**src/hdl/lsu_defs.svh**
```systemverilog
`ifndef LSU_DEFS_SVH
`define LSU_DEFS_SVH

// register file data and address width
`define LSU_XLEN 32

// data bus word and its byte strobes
`define LSU_BUS_WIDTH 64
`define LSU_STRB_WIDTH 8

`define LSU_REG_ADDR_WIDTH 5

// byte select inside one bus word
`define LSU_LANE_BITS 3

`endif
```
**src/hdl/lsu_pkg.sv**
```systemverilog
`include "lsu_defs.svh"

package lsu_pkg;

	typedef logic [`LSU_XLEN-1:0] word_t;
	typedef logic [`LSU_BUS_WIDTH-1:0] bus_word_t;
	typedef logic [`LSU_STRB_WIDTH-1:0] strb_t;
	typedef logic [`LSU_REG_ADDR_WIDTH-1:0] reg_addr_t;

	// low two bits of funct3
	typedef enum logic [1:0] {
		MEM_BYTE = 2'b00,
		MEM_HALF = 2'b01,
		MEM_WORD = 2'b10
	} mem_size_e;

	// funct3 seen as a load or as a store
	typedef union packed {
		struct packed {
			logic      is_unsigned;
			mem_size_e size;
		} ld;
		struct packed {
			logic      reserved;
			mem_size_e size;
		} st;
	} mem_funct_u;

endpackage

```
**src/hdl/lsu_exec.sv**
```systemverilog
`include "lsu_defs.svh"

module lsu_exec import lsu_pkg::*; (
	input  logic       clock,
	input  logic       reset,

	// previous stage
	input  logic       in_valid,
	input  logic       is_store,
	input  mem_funct_u funct,
	input  word_t      base,
	input  word_t      offset,
	input  word_t      store_data,
	input  reg_addr_t  rd,
	output logic       allowin,

	// read address and data
	output logic       ar_valid,
	input  logic       ar_ready,
	output word_t      ar_addr,
	input  logic       r_valid,
	output logic       r_ready,
	input  bus_word_t  r_data,

	// write address, data and response
	output logic       aw_valid,
	input  logic       aw_ready,
	output word_t      aw_addr,
	output logic       w_valid,
	input  logic       w_ready,
	output bus_word_t  w_data,
	output strb_t      w_strb,
	input  logic       b_valid,
	output logic       b_ready,

	// register file write and store completion
	output logic       reg_wen,
	output reg_addr_t  reg_waddr,
	output word_t      reg_wdata,
	output logic       done_store
);

	logic                      load_go;
	logic                      store_go;
	logic                      split;
	mem_funct_u                st_funct;
	word_t                     eff_addr;
	word_t                     st_data;
	logic [`LSU_LANE_BITS-1:0] lane;
	logic                      access_done;
	logic                      first_beat_take;
	logic                      second_beat;

	assign lane = eff_addr[`LSU_LANE_BITS-1:0];
	assign access_done = reg_wen || done_store;

	lsu_stage_reg u_stage (
		.clock       (clock),
		.reset       (reset),
		.in_valid    (in_valid),
		.is_store    (is_store),
		.funct       (funct),
		.base        (base),
		.offset      (offset),
		.store_data  (store_data),
		.rd          (rd),
		.access_done (access_done),
		.allowin     (allowin),
		.stage_valid (),
		.load_go     (load_go),
		.store_go    (store_go),
		.split       (split),
		.st_is_store (),
		.st_funct    (st_funct),
		.eff_addr    (eff_addr),
		.st_data     (st_data),
		.st_rd       (reg_waddr)
	);

	bus_read_fsm u_read (
		.clock           (clock),
		.reset           (reset),
		.load_go         (load_go),
		.split           (split),
		.eff_addr        (eff_addr),
		.ar_ready        (ar_ready),
		.r_valid         (r_valid),
		.ar_valid        (ar_valid),
		.r_ready         (r_ready),
		.ar_addr         (ar_addr),
		.first_beat_take (first_beat_take),
		.load_done       (reg_wen)
	);

	load_lane_merge u_merge (
		.clock           (clock),
		.reset           (reset),
		.first_beat_take (first_beat_take),
		.r_data          (r_data),
		.funct           (st_funct),
		.lane            (lane),
		.split           (split),
		.load_value      (reg_wdata)
	);

	bus_write_fsm u_write (
		.clock       (clock),
		.reset       (reset),
		.store_go    (store_go),
		.split       (split),
		.eff_addr    (eff_addr),
		.aw_ready    (aw_ready),
		.w_ready     (w_ready),
		.b_valid     (b_valid),
		.aw_valid    (aw_valid),
		.w_valid     (w_valid),
		.b_ready     (b_ready),
		.aw_addr     (aw_addr),
		.second_beat (second_beat),
		.store_done  (done_store)
	);

	store_lane_align u_align (
		.funct       (st_funct),
		.lane        (lane),
		.data        (st_data),
		.second_beat (second_beat),
		.w_data      (w_data),
		.w_strb      (w_strb)
	);

endmodule

```
**src/hdl/bus_write_fsm.sv**
```systemverilog
`include "lsu_defs.svh"

module bus_write_fsm import lsu_pkg::*; (
	input  logic  clock,
	input  logic  reset,
	input  logic  store_go,
	input  logic  split,
	input  word_t eff_addr,
	input  logic  aw_ready,
	input  logic  w_ready,
	input  logic  b_valid,
	output logic  aw_valid,
	output logic  w_valid,
	output logic  b_ready,
	output word_t aw_addr,
	output logic  second_beat,
	output logic  store_done
);

	localparam logic [2:0] WR_IDLE = 3'd0;
	localparam logic [2:0] WR_ADDR = 3'd1;
	localparam logic [2:0] WR_DATA = 3'd2;
	localparam logic [2:0] WR_RESP = 3'd3;
	localparam logic [2:0] WR_GAP  = 3'd4;

	localparam word_t BEAT_BYTES = `LSU_STRB_WIDTH;

	logic [2:0] state;
	logic [2:0] next_state;
	logic       aw_hs;
	logic       w_hs;
	logic       b_hs;
	logic       last_beat;
	word_t      low_addr;

	assign aw_hs = aw_valid && aw_ready;
	assign w_hs  = w_valid && w_ready;
	assign b_hs  = b_valid && b_ready;

	assign last_beat = second_beat || !split;

	always_comb begin
		next_state = state;
		case (state)
			WR_IDLE:
				if (store_go)
					next_state = WR_ADDR;
			WR_ADDR:
				if (aw_hs)
					next_state = WR_DATA;
			WR_DATA:
				if (w_hs)
					next_state = WR_RESP;
			WR_RESP:
				if (b_hs)
					next_state = last_beat ? WR_IDLE : WR_GAP;
			WR_GAP:
				next_state = WR_ADDR;
			default:
				next_state = WR_IDLE;
		endcase
	end

	always_ff @(posedge clock) begin
		if (reset) begin
			state <= WR_IDLE;
		end else begin
			state <= next_state;
		end
	end

	// set by the first response of a split store, cleared by the final one
	always_ff @(posedge clock) begin
		if (reset) begin
			second_beat <= 1'b0;
		end else if (state == WR_RESP && b_hs) begin
			second_beat <= !last_beat;
		end
	end

	always_ff @(posedge clock) begin
		if (reset) begin
			aw_valid <= 1'b0;
		end else begin
			aw_valid <= state == WR_ADDR && !aw_hs;
		end
	end

	// data phase opens on the address handshake
	always_ff @(posedge clock) begin
		if (reset) begin
			w_valid <= 1'b0;
		end else if (aw_hs) begin
			w_valid <= 1'b1;
		end else if (w_hs) begin
			w_valid <= 1'b0;
		end
	end

	always_ff @(posedge clock) begin
		if (reset) begin
			b_ready <= 1'b0;
		end else if (w_hs) begin
			b_ready <= 1'b1;
		end else if (b_hs) begin
			b_ready <= 1'b0;
		end
	end

	assign low_addr = {eff_addr[`LSU_XLEN-1:`LSU_LANE_BITS], {`LSU_LANE_BITS{1'b0}}};
	assign aw_addr  = second_beat ? low_addr + BEAT_BYTES : low_addr;

	assign store_done = state == WR_RESP && b_hs && last_beat;

endmodule

```
**src/hdl/bus_read_fsm.sv**
```systemverilog
`include "lsu_defs.svh"

module bus_read_fsm import lsu_pkg::*; (
	input  logic  clock,
	input  logic  reset,
	input  logic  load_go,
	input  logic  split,
	input  word_t eff_addr,
	input  logic  ar_ready,
	input  logic  r_valid,
	output logic  ar_valid,
	output logic  r_ready,
	output word_t ar_addr,
	output logic  first_beat_take,
	output logic  load_done
);

	localparam logic [2:0] RD_IDLE  = 3'd0;
	localparam logic [2:0] RD_REQ   = 3'd1;
	localparam logic [2:0] RD_WAIT  = 3'd2;
	localparam logic [2:0] RD_GAP   = 3'd3;
	localparam logic [2:0] RD_REQ2  = 3'd4;
	localparam logic [2:0] RD_WAIT2 = 3'd5;

	localparam word_t BEAT_BYTES = `LSU_STRB_WIDTH;

	logic [2:0] state;
	logic [2:0] next_state;
	logic       ar_hs;
	logic       r_hs;
	logic       second;
	word_t      low_addr;

	assign ar_hs = ar_valid && ar_ready;
	assign r_hs  = r_valid && r_ready;

	always_comb begin
		next_state = state;
		case (state)
			RD_IDLE:
				if (load_go)
					next_state = RD_REQ;
			RD_REQ:
				if (ar_hs)
					next_state = RD_WAIT;
			RD_WAIT:
				if (r_hs)
					next_state = split ? RD_GAP : RD_IDLE;
			// one idle cycle before the upper bus word
			RD_GAP:
				next_state = RD_REQ2;
			RD_REQ2:
				if (ar_hs)
					next_state = RD_WAIT2;
			RD_WAIT2:
				if (r_hs)
					next_state = RD_IDLE;
			default:
				next_state = RD_IDLE;
		endcase
	end

	always_ff @(posedge clock) begin
		if (reset) begin
			state <= RD_IDLE;
		end else begin
			state <= next_state;
		end
	end

	// raised the cycle after entering a request state, dropped on handshake
	always_ff @(posedge clock) begin
		if (reset) begin
			ar_valid <= 1'b0;
		end else begin
			ar_valid <= (state == RD_REQ || state == RD_REQ2) && !ar_hs;
		end
	end

	always_ff @(posedge clock) begin
		if (reset) begin
			r_ready <= 1'b0;
		end else if (ar_hs) begin
			r_ready <= 1'b1;
		end else if (r_hs) begin
			r_ready <= 1'b0;
		end
	end

	assign second   = state == RD_GAP || state == RD_REQ2 || state == RD_WAIT2;
	assign low_addr = {eff_addr[`LSU_XLEN-1:`LSU_LANE_BITS], {`LSU_LANE_BITS{1'b0}}};
	assign ar_addr  = second ? low_addr + BEAT_BYTES : low_addr;

	assign first_beat_take = state == RD_WAIT && split && r_hs;
	assign load_done = r_hs && (state == RD_WAIT2 || (state == RD_WAIT && !split));

endmodule

```
**src/hdl/load_lane_merge.sv**
```systemverilog
`include "lsu_defs.svh"

module load_lane_merge import lsu_pkg::*; (
	input  logic                      clock,
	input  logic                      reset,
	input  logic                      first_beat_take,
	input  bus_word_t                 r_data,
	input  mem_funct_u                funct,
	input  logic [`LSU_LANE_BITS-1:0] lane,
	input  logic                      split,
	output word_t                     load_value
);

	bus_word_t                   first_beat;
	logic [2*`LSU_BUS_WIDTH-1:0] window;
	logic [2*`LSU_BUS_WIDTH-1:0] shifted;
	word_t                       raw;
	logic                        sign_byte;
	logic                        sign_half;

	// low bus word of a split load
	always_ff @(posedge clock) begin
		if (reset) begin
			first_beat <= '0;
		end else if (first_beat_take) begin
			first_beat <= r_data;
		end
	end

	// 16 byte window, the second beat holds the upper bytes
	assign window = split ? {r_data, first_beat} : {{`LSU_BUS_WIDTH{1'b0}}, r_data};

	assign shifted = window >> {lane, 3'b000};
	assign raw = shifted[`LSU_XLEN-1:0];

	assign sign_byte = !funct.ld.is_unsigned && raw[7];
	assign sign_half = !funct.ld.is_unsigned && raw[15];

	always_comb begin
		case (funct.ld.size)
			MEM_BYTE: load_value = {{(`LSU_XLEN-8){sign_byte}}, raw[7:0]};
			MEM_HALF: load_value = {{(`LSU_XLEN-16){sign_half}}, raw[15:0]};
			default:  load_value = raw;
		endcase
	end

endmodule

```
**src/hdl/store_lane_align.sv**
```systemverilog
`include "lsu_defs.svh"

module store_lane_align import lsu_pkg::*; (
	input  mem_funct_u                funct,
	input  logic [`LSU_LANE_BITS-1:0] lane,
	input  word_t                     data,
	input  logic                      second_beat,
	output bus_word_t                 w_data,
	output strb_t                     w_strb
);

	logic [`LSU_XLEN/8-1:0]         byte_mask;
	word_t                          masked_data;
	logic [2*`LSU_BUS_WIDTH-1:0]    wide_data;
	logic [2*`LSU_STRB_WIDTH-1:0]   wide_strb;

	// bytes of the register that are stored
	always_comb begin
		case (funct.st.size)
			MEM_BYTE: byte_mask = 'b0001;
			MEM_HALF: byte_mask = 'b0011;
			default:  byte_mask = '1;
		endcase
	end

	always_comb begin
		for (int i = 0; i < `LSU_XLEN/8; i++) begin
			masked_data[8*i +: 8] = byte_mask[i] ? data[8*i +: 8] : 8'h00;
		end
	end

	// shift into a double-width window, upper half is the part past lane 7
	assign wide_data = {{(2*`LSU_BUS_WIDTH-`LSU_XLEN){1'b0}}, masked_data} << {lane, 3'b000};
	assign wide_strb = {{(2*`LSU_STRB_WIDTH-`LSU_XLEN/8){1'b0}}, byte_mask} << lane;

	// wrapped bytes sit in the low lanes, same data serves both beats
	assign w_data = wide_data[2*`LSU_BUS_WIDTH-1:`LSU_BUS_WIDTH] |
		wide_data[`LSU_BUS_WIDTH-1:0];

	// strobe only the lanes that belong to the current beat
	assign w_strb = second_beat ? wide_strb[2*`LSU_STRB_WIDTH-1:`LSU_STRB_WIDTH] :
		wide_strb[`LSU_STRB_WIDTH-1:0];

endmodule

```
**src/hdl/lsu_stage_reg.sv**
```systemverilog
`include "lsu_defs.svh"

module lsu_stage_reg import lsu_pkg::*; (
	input  logic       clock,
	input  logic       reset,
	input  logic       in_valid,
	input  logic       is_store,
	input  mem_funct_u funct,
	input  word_t      base,
	input  word_t      offset,
	input  word_t      store_data,
	input  reg_addr_t  rd,
	input  logic       access_done,
	output logic       allowin,
	output logic       stage_valid,
	output logic       load_go,
	output logic       store_go,
	output logic       split,
	output logic       st_is_store,
	output mem_funct_u st_funct,
	output word_t      eff_addr,
	output word_t      st_data,
	output reg_addr_t  st_rd
);

	word_t                   next_addr;
	mem_size_e               next_size;
	logic [`LSU_LANE_BITS:0] size_span;
	logic [`LSU_LANE_BITS:0] last_lane;
	logic                    next_split;
	logic                    capture;

	// empty, or the current access finishes this cycle
	assign allowin = !stage_valid || access_done;
	assign capture = in_valid && allowin;

	assign next_addr = base + offset;
	// size sits in the low bits of both views
	assign next_size = funct.ld.size;

	// offset of the last byte from the first one
	always_comb begin
		case (next_size)
			MEM_HALF: size_span = 'd1;
			MEM_WORD: size_span = 'd3;
			default:  size_span = 'd0;
		endcase
	end

	// carry out of the lane field means the last byte is in the next bus word
	assign last_lane = {1'b0, next_addr[`LSU_LANE_BITS-1:0]} + size_span;
	assign next_split = last_lane[`LSU_LANE_BITS];

	always_ff @(posedge clock) begin
		if (reset) begin
			stage_valid <= 1'b0;
		end else if (allowin) begin
			stage_valid <= in_valid;
		end
	end

	always_ff @(posedge clock) begin
		if (capture) begin
			st_is_store <= is_store;
			st_funct    <= funct;
			eff_addr    <= next_addr;
			st_data     <= store_data;
			st_rd       <= rd;
			split       <= next_split;
		end
	end

	assign load_go  = stage_valid && !st_is_store;
	assign store_go = stage_valid && st_is_store;

endmodule

```
**config.mk**
```make
export PLATFORM = sky130hd
export DESIGN_NAME = lsu_exec
export DESIGN_NICKNAME = d
export VERILOG_FILES = /design/src/hdl/lsu_pkg.sv /design/src/hdl/lsu_exec.sv /design/src/hdl/bus_write_fsm.sv /design/src/hdl/bus_read_fsm.sv /design/src/hdl/load_lane_merge.sv /design/src/hdl/store_lane_align.sv /design/src/hdl/lsu_stage_reg.sv
export VERILOG_INCLUDE_DIRS = /design/src /design/src/hdl
export SDC_FILE = /design/constraint.sdc
export NUM_CORES = 1
export LEC_CHECK = 0
export ABC_AREA = 1
export BUFFER_PORTS_ARGS = -buffer_cell sky130_fd_sc_hd__buf_2
export CAP_MARGIN = 20
export CORE_ASPECT_RATIO = 1.2
export CORE_MARGIN = 4
export CORE_UTILIZATION = 30
export CTS_CLUSTER_SIZE = 12
export DETAILED_ROUTE_END_ITERATION = 8
export PLACE_DENSITY_LB_ADDON = 0.25
export SYNTH_ARGS = -nofsm -noshare
export SYNTH_HDL_FRONTEND = slang
export SYNTH_HIERARCHICAL = 1
export SYNTH_SLANG_ARGS = --single-unit
```
**constraint.sdc**
```tcl
create_clock -name clock -period 6.02 [get_ports clock]
set_clock_uncertainty 0.05 [all_clocks]
set_input_delay 0.903 -clock clock [delete_from_list [all_inputs] [get_ports clock]]
set_output_delay 0.903 -clock clock [all_outputs]
set_load 0.005 [all_outputs]
```
==> reports/results.ini, run 1 <==
[synth]
muxShareOfSynthArea=0
synth_adder_area_share=0.0319
syn_inst=2418
synth.ff_latch_count=151
avgSynthCellArea_um2=5.94
yosysWarnings=6
seq_area_frac_synth=0.262
synth_xor_area_frac=0.0293
netlist_area_um2=14400
synth_compound_area_frac=0.0706
synthSimpleGateAreaFrac=0.492
yosysUniqueCellTypes=45
synthFlopType=dfxtp_1
synth_edf_count=74
synth_top_area_cell=nand2_1
async_reset_ff_frac=0
synth_top_family_by_area=simple AND/OR/NAND/NOR gates
yosys-top-cells-area=nand2_1 25%, edfxtp_1 15%, nand3_1 13%
synth.top_cell.area_share=0.248

[pwr]
power_density_nw_per_um2=219
p_leak_uw=0.00875
max-vdd-ir-drop_mv=0.195
power_uw=3720

[critical_path]
path_cells=buf_4, nand2_1, nand3_1, nand3_1, nand3_1, nand3_2, nand3_1, buf_2
timing.rr.start=u_stage/split
crit_path_start_kind=flop
max_stage_delay_ps=710
path_class=reg2out
worst_ep_arrival_time_ps=3140
slowest_stage=buf_4
path_common_cell=nand3_1
required_ps=5070
crit_path_max_fanout=87
cp-startpoint=u_stage/split
end_kind=output pin

[drt]
detail_route.wl_per_cell_um=16.5
wl_um=55000
first_iter_violations=1232
vias=16400
firstDrtPassIters=7
routed_via_density=4.92
drc=0
postRouteAntennaNets=0

[clocking]
cts_buffers=17
htreeDepth=4
ctsHoldBuffers=0
root_buffer=clkbuf_16
cts_setup_buffers=0
cts_tree=built
clk_pin_slew_worst_paths_ps=70
clk_latency_ps=440
clk_path_buf_depth=2
cts.repair.resized=0
clock-sinks=151

[sta]
post-route-period-util=0.679
min_period_ps=4090
max_clock_freq_mhz=245
finalSetupTns_ps=0
drv_slew=0
finalSetupViolCount=0
worst_hold_slack_ps=411
rsz0062_at_grt=no
worstMarginPinSlew_ps=1080
hold_viol=0
relSlewSlack=0.281

[worst_hold_path]
hold_path.class=reg2reg
min_from=u_merge/first_beat[51]

[placed_design]
gp_congestion=0.911
hpwl_um=41900
io_buffers=351

[die]
start_util=0.305
rows=87
pin_count=358
die_y_um=248
core_region_area_um2=47100
die_x_um=208
fp.dieArea_um2=51500

[final_layout]
area_growth_pct=18.2
layout-drive-gt1-share=0.182
nFillCells=5247
nets=2903
finish.utilization=0.360

[global_routing]
grt_use_total=0.202
grt_pass1_vias=14900
grt_max_degree=98
gr-total-overflow=0
antenna_found_initial=4
grt_pass1_wl_um=83200

[run_status]
status=finished, final reports clean

[flow_run]
maxCapViolations=0

## per-layer routing
layer,vias to the layer above,share of wire,global-route usage,routed length [um]
met3,72,0.056,0.0263,3100
met4,0,0.027,0.0694,1470
li1,8275,-,-,-
met5,-,0,0,0
met2,587,0.50,0.357,27500
met1,7439,0.42,0.254,22900
## worst max-delay path, delay by kind of cell, from the launching register on
family                 cells  cell delay (ps)
and+or+nand+nor            6             1420
buffers and inverters      2              860
DFF                        1              360
## path summary, 6_finish.rpt
kind | to | slack [ps] | cells past startpoint
worst max register to register | u_merge/first_beat[20] | 2710 | 6
worst min register to register | u_merge/first_beat[51] | 410 | 2
worst max-delay path | reg_wdata[17] | 1930 | 8
worst min-delay path | u_merge/first_beat[51] | 410 | 2
## layout make-up
class / instances / area [um2] / share of cell area
multi-input combinational: 1899 / 9000 / 0.530
clock inverter: 13 / 119 / 0.00700
sequential: 151 / 3760 / 0.222
tap: 623 / 779 / 0.0459
clock buffer: 19 / 464 / 0.0273
timing repair buffer: 366 / 1880 / 0.111
inverter: 255 / 967 / 0.0570
antenna: 2 / 5.00 / 0.000295
## synth_stat cells, types with 2 or more instances
cell type,instances
buf_1,15
a211oi_1,23
ha_1,35
o21ai_2,8
nor3_1,16
buf_6,12
clkbuf_1,24
nand3_1,382
nor2_1,174
inv_1,239
conb_1,2
nand4_1,20
dfxtp_1,77
xnor2_1,15
a21o_1,2
nand2_1,949
nand3b_1,9
buf_2,44
nor2_4,5
o211ai_1,9
and2_1,11
clkinv_1,3
o21bai_1,2
inv_4,4
nor2_2,21
o21ai_1,15
inv_2,9
o22ai_1,6
o21ai_0,24
xor2_1,33
nand2_2,20
a21oi_1,86
nand3_2,19
buf_4,21
edfxtp_1,74
## registers in the layout (all words and copies together), names as in the netlist, 3 cells and up
name and cells:
u_stage/st_funct 3, u_stage/st_rd 5, u_write/state 3, u_stage/eff_addr 32, u_read/state 3, u_merge/first_beat 64
u_stage/st_data 32
## kinds of logic (layout without fill, tap and decap cells)
| logic type | after synthesis | count (layout) |
|---|---|---|
| AND/OR/NAND/NOR | 1633 | 1633 |
| XOR/XNOR | 48 | 48 |
| flip-flops | 151 | 151 |
| other | 2 | 8 |
| adder cells (fa/ha/maj) | 36 | 36 |
| buffers and inverters | 372 | 653 |
| AO/OA/AOI/OAI | 176 | 176 |
## through the flow
step                      std cells  setup WS (ps)  cell area (um2)
after floorplan                2422            435            14400
after detailed placement       3293           2290            16400
after global placement         3293           2340            16400
after CTS                      3325           1780            17000
final                          3328           1930            17000
after global routing           3328           1650            17000
## layout by cell type (no fill, tap or decap), types with 23 or more instances in the layout
cell      synthesis  routed
nand2_1         949     949
nor2_1          174     173
a211oi_1         23      23
inv_1           239     239
buf_2            44     351
dfxtp_1          77      77
xor2_1           33      33
edfxtp_1         74      74
nand3_1         382     382
a21oi_1          86      85
o21ai_0          24      24
ha_1             35      35
## report_power, final
group | switching, uW | total (uW) | leakage (uW) | internal (uW)
clock network | 485 | 1090 | 0.000291 | 609
registers | 85.0 | 1240 | 0.00133 | 1150
logic | 916 | 1390 | 0.00713 | 471
(Power assumes the default switching activity.)
==> run 2, diff against run 1 <==
- clock period: 6.02 -> 3.9 ns (I/O delays scaled with it)
==> run 2 against run 1 <==
  * Critical path depth unchanged
  * Critical endpoint is now reg_wdata[31]
  * Largest power group unchanged
  * Power grew 53%
  * Global-route usage barely moved
==> reports/results.ini, run 2 (synthesis results as in run 1) <==
[drt]
first_iter_violations=1153  ; was 1232
detail_route.wl_per_cell_um=16.3  ; was 16.5 um
routed_via_density=4.89  ; was 4.92
postRouteAntennaNets=0  ; unchanged
vias=16300  ; was 16400
wl_um=54300  ; was 55000 um
firstDrtPassIters=6  ; was 7
drc=0  ; unchanged

[global_routing]
grt_pass1_wl_um=83600  ; was 83200 um
grt_use_total=0.202  ; about the same
grt_pass1_vias=14900  ; about the same
gr-total-overflow=0  ; unchanged
grt_max_degree=77  ; was 98
antenna_found_initial=6  ; was 4

[final_layout]
top_register=u_merge/first_beat  ; unchanged
n_antenna_cell=0  ; was 2
layout_commonest_cell=nand2_1  ; unchanged
largest_reg_flops=64  ; unchanged
reg.largest.list=u_merge/first_beat: 64 flops, u_stage/eff_addr: 32 flops, u_stage/st_data: 32 flops  ; unchanged
area_growth_pct=18.4  ; was 18.2%
final_cell_mix=949 x nand2_1, 382 x nand3_1, 351 x buf_2, 239 x inv_1, 173 x nor2_1  ; unchanged
layout.cells.non_filler=3332  ; was 3328
nets=2909  ; was 2903
layout-drive-gt1-share=0.184  ; was 0.182

[critical_path]
required_ps=3260  ; was 5070 ps
crit_path_start_kind=flop  ; unchanged
max_stage_delay_ps=710  ; about the same
path_delay_family=simple AND/OR/NAND/NOR gates  ; unchanged
path_class=reg2out  ; unchanged
worst_ep_arrival_time_ps=2980  ; was 3140 ps
path_common_cell=nand3_1  ; unchanged
critPathBufInv=2  ; unchanged
end_kind=output pin  ; unchanged
slowest_stage=edfxtp_1  ; was buf_4
path_cells=buf_12, nand2_1, nand3_1, nand3_1, nand3_1, nand3_2, nand3_1, buf_2  ; was buf_4, nand2_1, nand3_1, nand3_1, nand3_1, nand3_2, nand3_1, buf_2
crit_path_max_fanout=76  ; was 87

[pwr]
p_leak_uw=0.00875  ; about the same
max-vdd-ir-drop_mv=0.290  ; was 0.195 mV
power_density_nw_per_um2=334  ; was 219 nW/um2

[sta]
finalSetupViolCount=0  ; unchanged
hold_viol=0  ; unchanged
min_period_ps=3620
worstMarginPinSlew_ps=876  ; was 1080 ps
relSlewSlack=0.415  ; was 0.281
finalSetupTns_ps=0  ; unchanged
post-route-period-util=0.927
rsz0062_at_grt=no  ; unchanged
max_clock_freq_mhz=277
drv_slew=0  ; unchanged

[run_status]
status=finished, final reports clean  ; unchanged

[clocking]
cts.repair.resized=0  ; unchanged
clock-sinks=151  ; unchanged
cts_buffers=17  ; unchanged
root_buffer=clkbuf_16  ; unchanged
clk_pin_slew_worst_paths_ps=70  ; about the same
clk_path_buf_depth=2  ; unchanged
ctsHoldBuffers=0  ; unchanged
clk_latency_ps=440  ; about the same
cts_setup_buffers=0  ; unchanged
cts_tree=built  ; unchanged
htreeDepth=4  ; unchanged

[die]
start_util=0.305  ; unchanged
fp.dieArea_um2=51500  ; unchanged
die_y_um=248  ; unchanged
core_region_area_um2=47100  ; unchanged
pin_count=358  ; unchanged
rows=87  ; unchanged
die_x_um=208  ; unchanged

[placed_design]
placedCellCount=3300  ; was 3293
gp_congestion=0.920  ; was 0.911
hpwl_um=42500  ; was 41900 um
io_buffers=351  ; unchanged

[worst_hold_path]
hold_path.class=in2reg  ; was reg2reg

[flow_run]
maxCapViolations=0  ; unchanged

## run 2: cell types whose count changed in the layout (fill, tap and decap cells not counted)
cell        change
buf_4           +5
clkinv_2        -4
inv_6           +4
clkinvlp_4      +3
diode_2         -2
inv_8           +2
buf_12          +1
bufinv_16       -1
clkbuf_16       -1
clkbuf_8        -1
clkinv_4        -1
inv_4           -1
## run 2: worst paths after layout
check,endpoint,cells after the start,slack (ps),from
setup / recovery,reg_wdata[31],8,280,u_stage/split
hold / removal,u_stage/st_data[23],1,260,store_data[23]
setup reg to reg,u_stage/st_rd[1],7,1460,u_write/second_beat
hold reg to reg,u_merge/first_beat[45],2,410,u_merge/first_beat[45]
## run 2: where the power goes
group	switching, uW	internal (uW)
combinational	1410	732
sequential	131	1780
clock	783	840
## run 2: metrics by stage
stage          setup slack, ps  cell area (um2)  power (uW)  hold slack (ps)  utilization
2_1_floorplan              129            14400        3320              391            -
3_5_place_dp               731            16400        4080              403        0.349
5_1_grt                   8.66            17000        6080              226        0.361
4_1_cts                    237            17000        5730              233        0.361
3_3_place_gp               836            16400        4070              399        0.349
6_report                   284            17000        5670              262        0.361
## run 2: final cells by class
cell class / instances / area (um2)
clock buffer: 17 / 425
sequential: 151 / 3760
inverter: 255 / 967
timing repair buffer: 372 / 1940
multi-input combinational: 1899 / 9000
fill: 5225 / 30100
tap: 623 / 779
clock inverter: 15 / 134
## run 2: per-layer routing
metal	GRT usage	vias to the layer above	wire, um
met4	0.0624	0	1570
met2	0.355	580	26700
met5	0	-	0
li1	-	8287	-
met3	0.0349	80	3270
met1	0.254	7341	22700
==> run 3, diff against run 2 <==
- REMOVE_ABC_BUFFERS: default -> 1
==> run 3 against run 2 <==
  * Sequential power about the same
  * Critical path type unchanged
  * Clock power about the same
  * First-iteration DRC count up 1.1%
  * Worst hold slack about the same
  * Highest routed layer unchanged
  * Combinational power about the same
  * Via count is 0.93% higher
  * Largest power group unchanged
  * Flip-flop and latch count stayed put
  * Critical endpoint is now reg_wdata[17]
  * Largest cell class unchanged
  * Non-clock buffer count up 2
==> reports/results.ini, run 3 (synthesis results as in run 1) <==
[sta]
hold_viol=0  ; unchanged
post-route-period-util=0.892  ; was 0.927
max_clock_freq_mhz=288  ; was 277 MHz
worstMarginPinSlew_ps=862  ; was 876 ps
worst_hold_slack_ps=262  ; about the same
finalSetupTns_ps=0  ; unchanged
min_period_ps=3480  ; was 3620 ps
finalSetupViolCount=0  ; unchanged
rsz0062_at_grt=no  ; unchanged
setup_ws_ps=423  ; was 284 ps
relSlewSlack=0.425  ; was 0.415
drv_slew=0  ; unchanged

[critical_path]
required_ps=3260  ; about the same
crit_path_max_fanout=82  ; was 76
end_kind=output pin  ; unchanged
crit_path_start_kind=flop  ; unchanged
worst_ep_arrival_time_ps=2840  ; was 2980 ps
path_class=reg2out  ; unchanged

[clocking]
htreeDepth=4  ; unchanged
clk_path_buf_depth=2  ; unchanged
root_buffer=clkbuf_16  ; unchanged
cts_tree=built  ; unchanged
cts_buffers=17  ; unchanged
clock-sinks=151  ; unchanged
cts_setup_buffers=0  ; unchanged
ctsHoldBuffers=0  ; unchanged
clk_pin_slew_worst_paths_ps=70  ; about the same
cts.repair.resized=0  ; unchanged
clk_latency_ps=440  ; about the same

[final_layout]
layout-drive-gt1-share=0.184  ; about the same
multiInputGateArea_um2=9000  ; unchanged
nFillCells=5261  ; was 5225
layout.cells.non_filler=3337  ; was 3332
reg.largest.list=u_merge/first_beat: 64 flops, u_stage/eff_addr: 32 flops, u_stage/st_data: 32 flops  ; unchanged
final_cell_mix=949 x nand2_1, 382 x nand3_1, 351 x buf_2, 239 x inv_1, 173 x nor2_1  ; unchanged
nets=2911  ; was 2909
top_register=u_merge/first_beat  ; unchanged
area_growth_pct=18.7  ; was 18.4%
layout_commonest_cell=nand2_1  ; unchanged
seqCellArea_um2=3760  ; unchanged
largest_reg_flops=64  ; unchanged

[global_routing]
grt_pass1_vias=15400  ; was 14900
grt_pass1_wl_um=83100  ; was 83600 um
grt_use_total=0.201  ; was 0.202
grt_max_degree=98  ; was 77
gr-total-overflow=0  ; unchanged
antenna_found_initial=3  ; was 6

[run_status]
status=finished, final reports clean  ; unchanged

[drt]
routed_via_density=4.93  ; was 4.89
firstDrtPassIters=5  ; was 6
wl_um=54700  ; was 54300 um
first_iter_violations=1166  ; was 1153
vias=16400  ; was 16300
postRouteAntennaNets=0  ; unchanged
drc=0  ; unchanged
detail_route.wl_per_cell_um=16.4  ; was 16.3 um

[placed_design]
dpl_worst_slack_ps=942  ; was 731 ps
placedCellCount=3302  ; was 3300
hpwl_um=42000  ; was 42500 um
io_buffers=351  ; unchanged
gp_congestion=0.917  ; was 0.920

[die]
die_y_um=248  ; unchanged
fp.dieArea_um2=51500  ; unchanged
pin_count=358  ; unchanged
core_region_area_um2=47100  ; unchanged
rows=87  ; unchanged
start_util=0.305  ; unchanged
die_x_um=208  ; unchanged

[pwr]
max-vdd-ir-drop_mv=0.321  ; was 0.290 mV
p_leak_uw=0.00879  ; was 0.00875 uW
power_density_nw_per_um2=333  ; was 334 nW/um2

[flow_run]
maxCapViolations=0  ; unchanged

[worst_hold_path]
hold_path.class=in2reg  ; unchanged

-- run 3: worst paths after layout --
| path | start | to | slack [ps] | cells past startpoint |
|---|---|---|---|---|
| setup / recovery | u_stage/split | reg_wdata[17] | 420 | 8 |
| setup reg to reg | u_write/second_beat | u_stage/st_data[31] | 1270 | 7 |
| hold / removal | store_data[27] | u_stage/st_data[27] | 260 | 1 |
| hold reg to reg | u_merge/first_beat[27] | u_merge/first_beat[27] | 410 | 2 |
-- run 3: report_power, final --
part	switching [uW]	total, uW	internal, uW
clock network	722	1610	893
registers	128	1910	1780
logic	1420	2150	738
total	2270	5680	3410
-- run 3: worst max-delay path, stage by stage, from the launching register on --
cell	delay [ps]
edfxtp_1	530
buf_12	320
nand2_1	140
nand3_1	120
nand3_1	80
nand3_1	100
nand3_2	610
nand3_1	260
buf_2	150
-- run 3: cell type report --
class                      count  area share
timing repair buffer         374       0.116
sequential                   151       0.221
multi-input combinational   1899       0.528
inverter                     255      0.0567
tap                          623      0.0457
antenna                        3    0.000440
clock inverter                 9     0.00374
clock buffer                  23      0.0288
-- run 3: stage by stage --
| step | util | instance area (um2) | total power (uW) |
|---|---|---|---|
| after global placement | 0.350 | 16500 | 4070 |
| after global routing | 0.362 | 17000 | 6090 |
| after CTS | 0.362 | 17000 | 5750 |
| after detailed placement | 0.350 | 16500 | 4090 |
| after floorplan | - | 13700 | 3220 |
| final | 0.362 | 17000 | 5680 |
-- run 3: layer usage --
layer | vias up | share of wire | global-route usage
li1 | 8308 | - | -
met1 | 7470 | 0.41 | 0.247
met2 | 570 | 0.49 | 0.350
met3 | 91 | 0.064 | 0.0358
met4 | 0 | 0.035 | 0.0821
met5 | - | 0 | 0
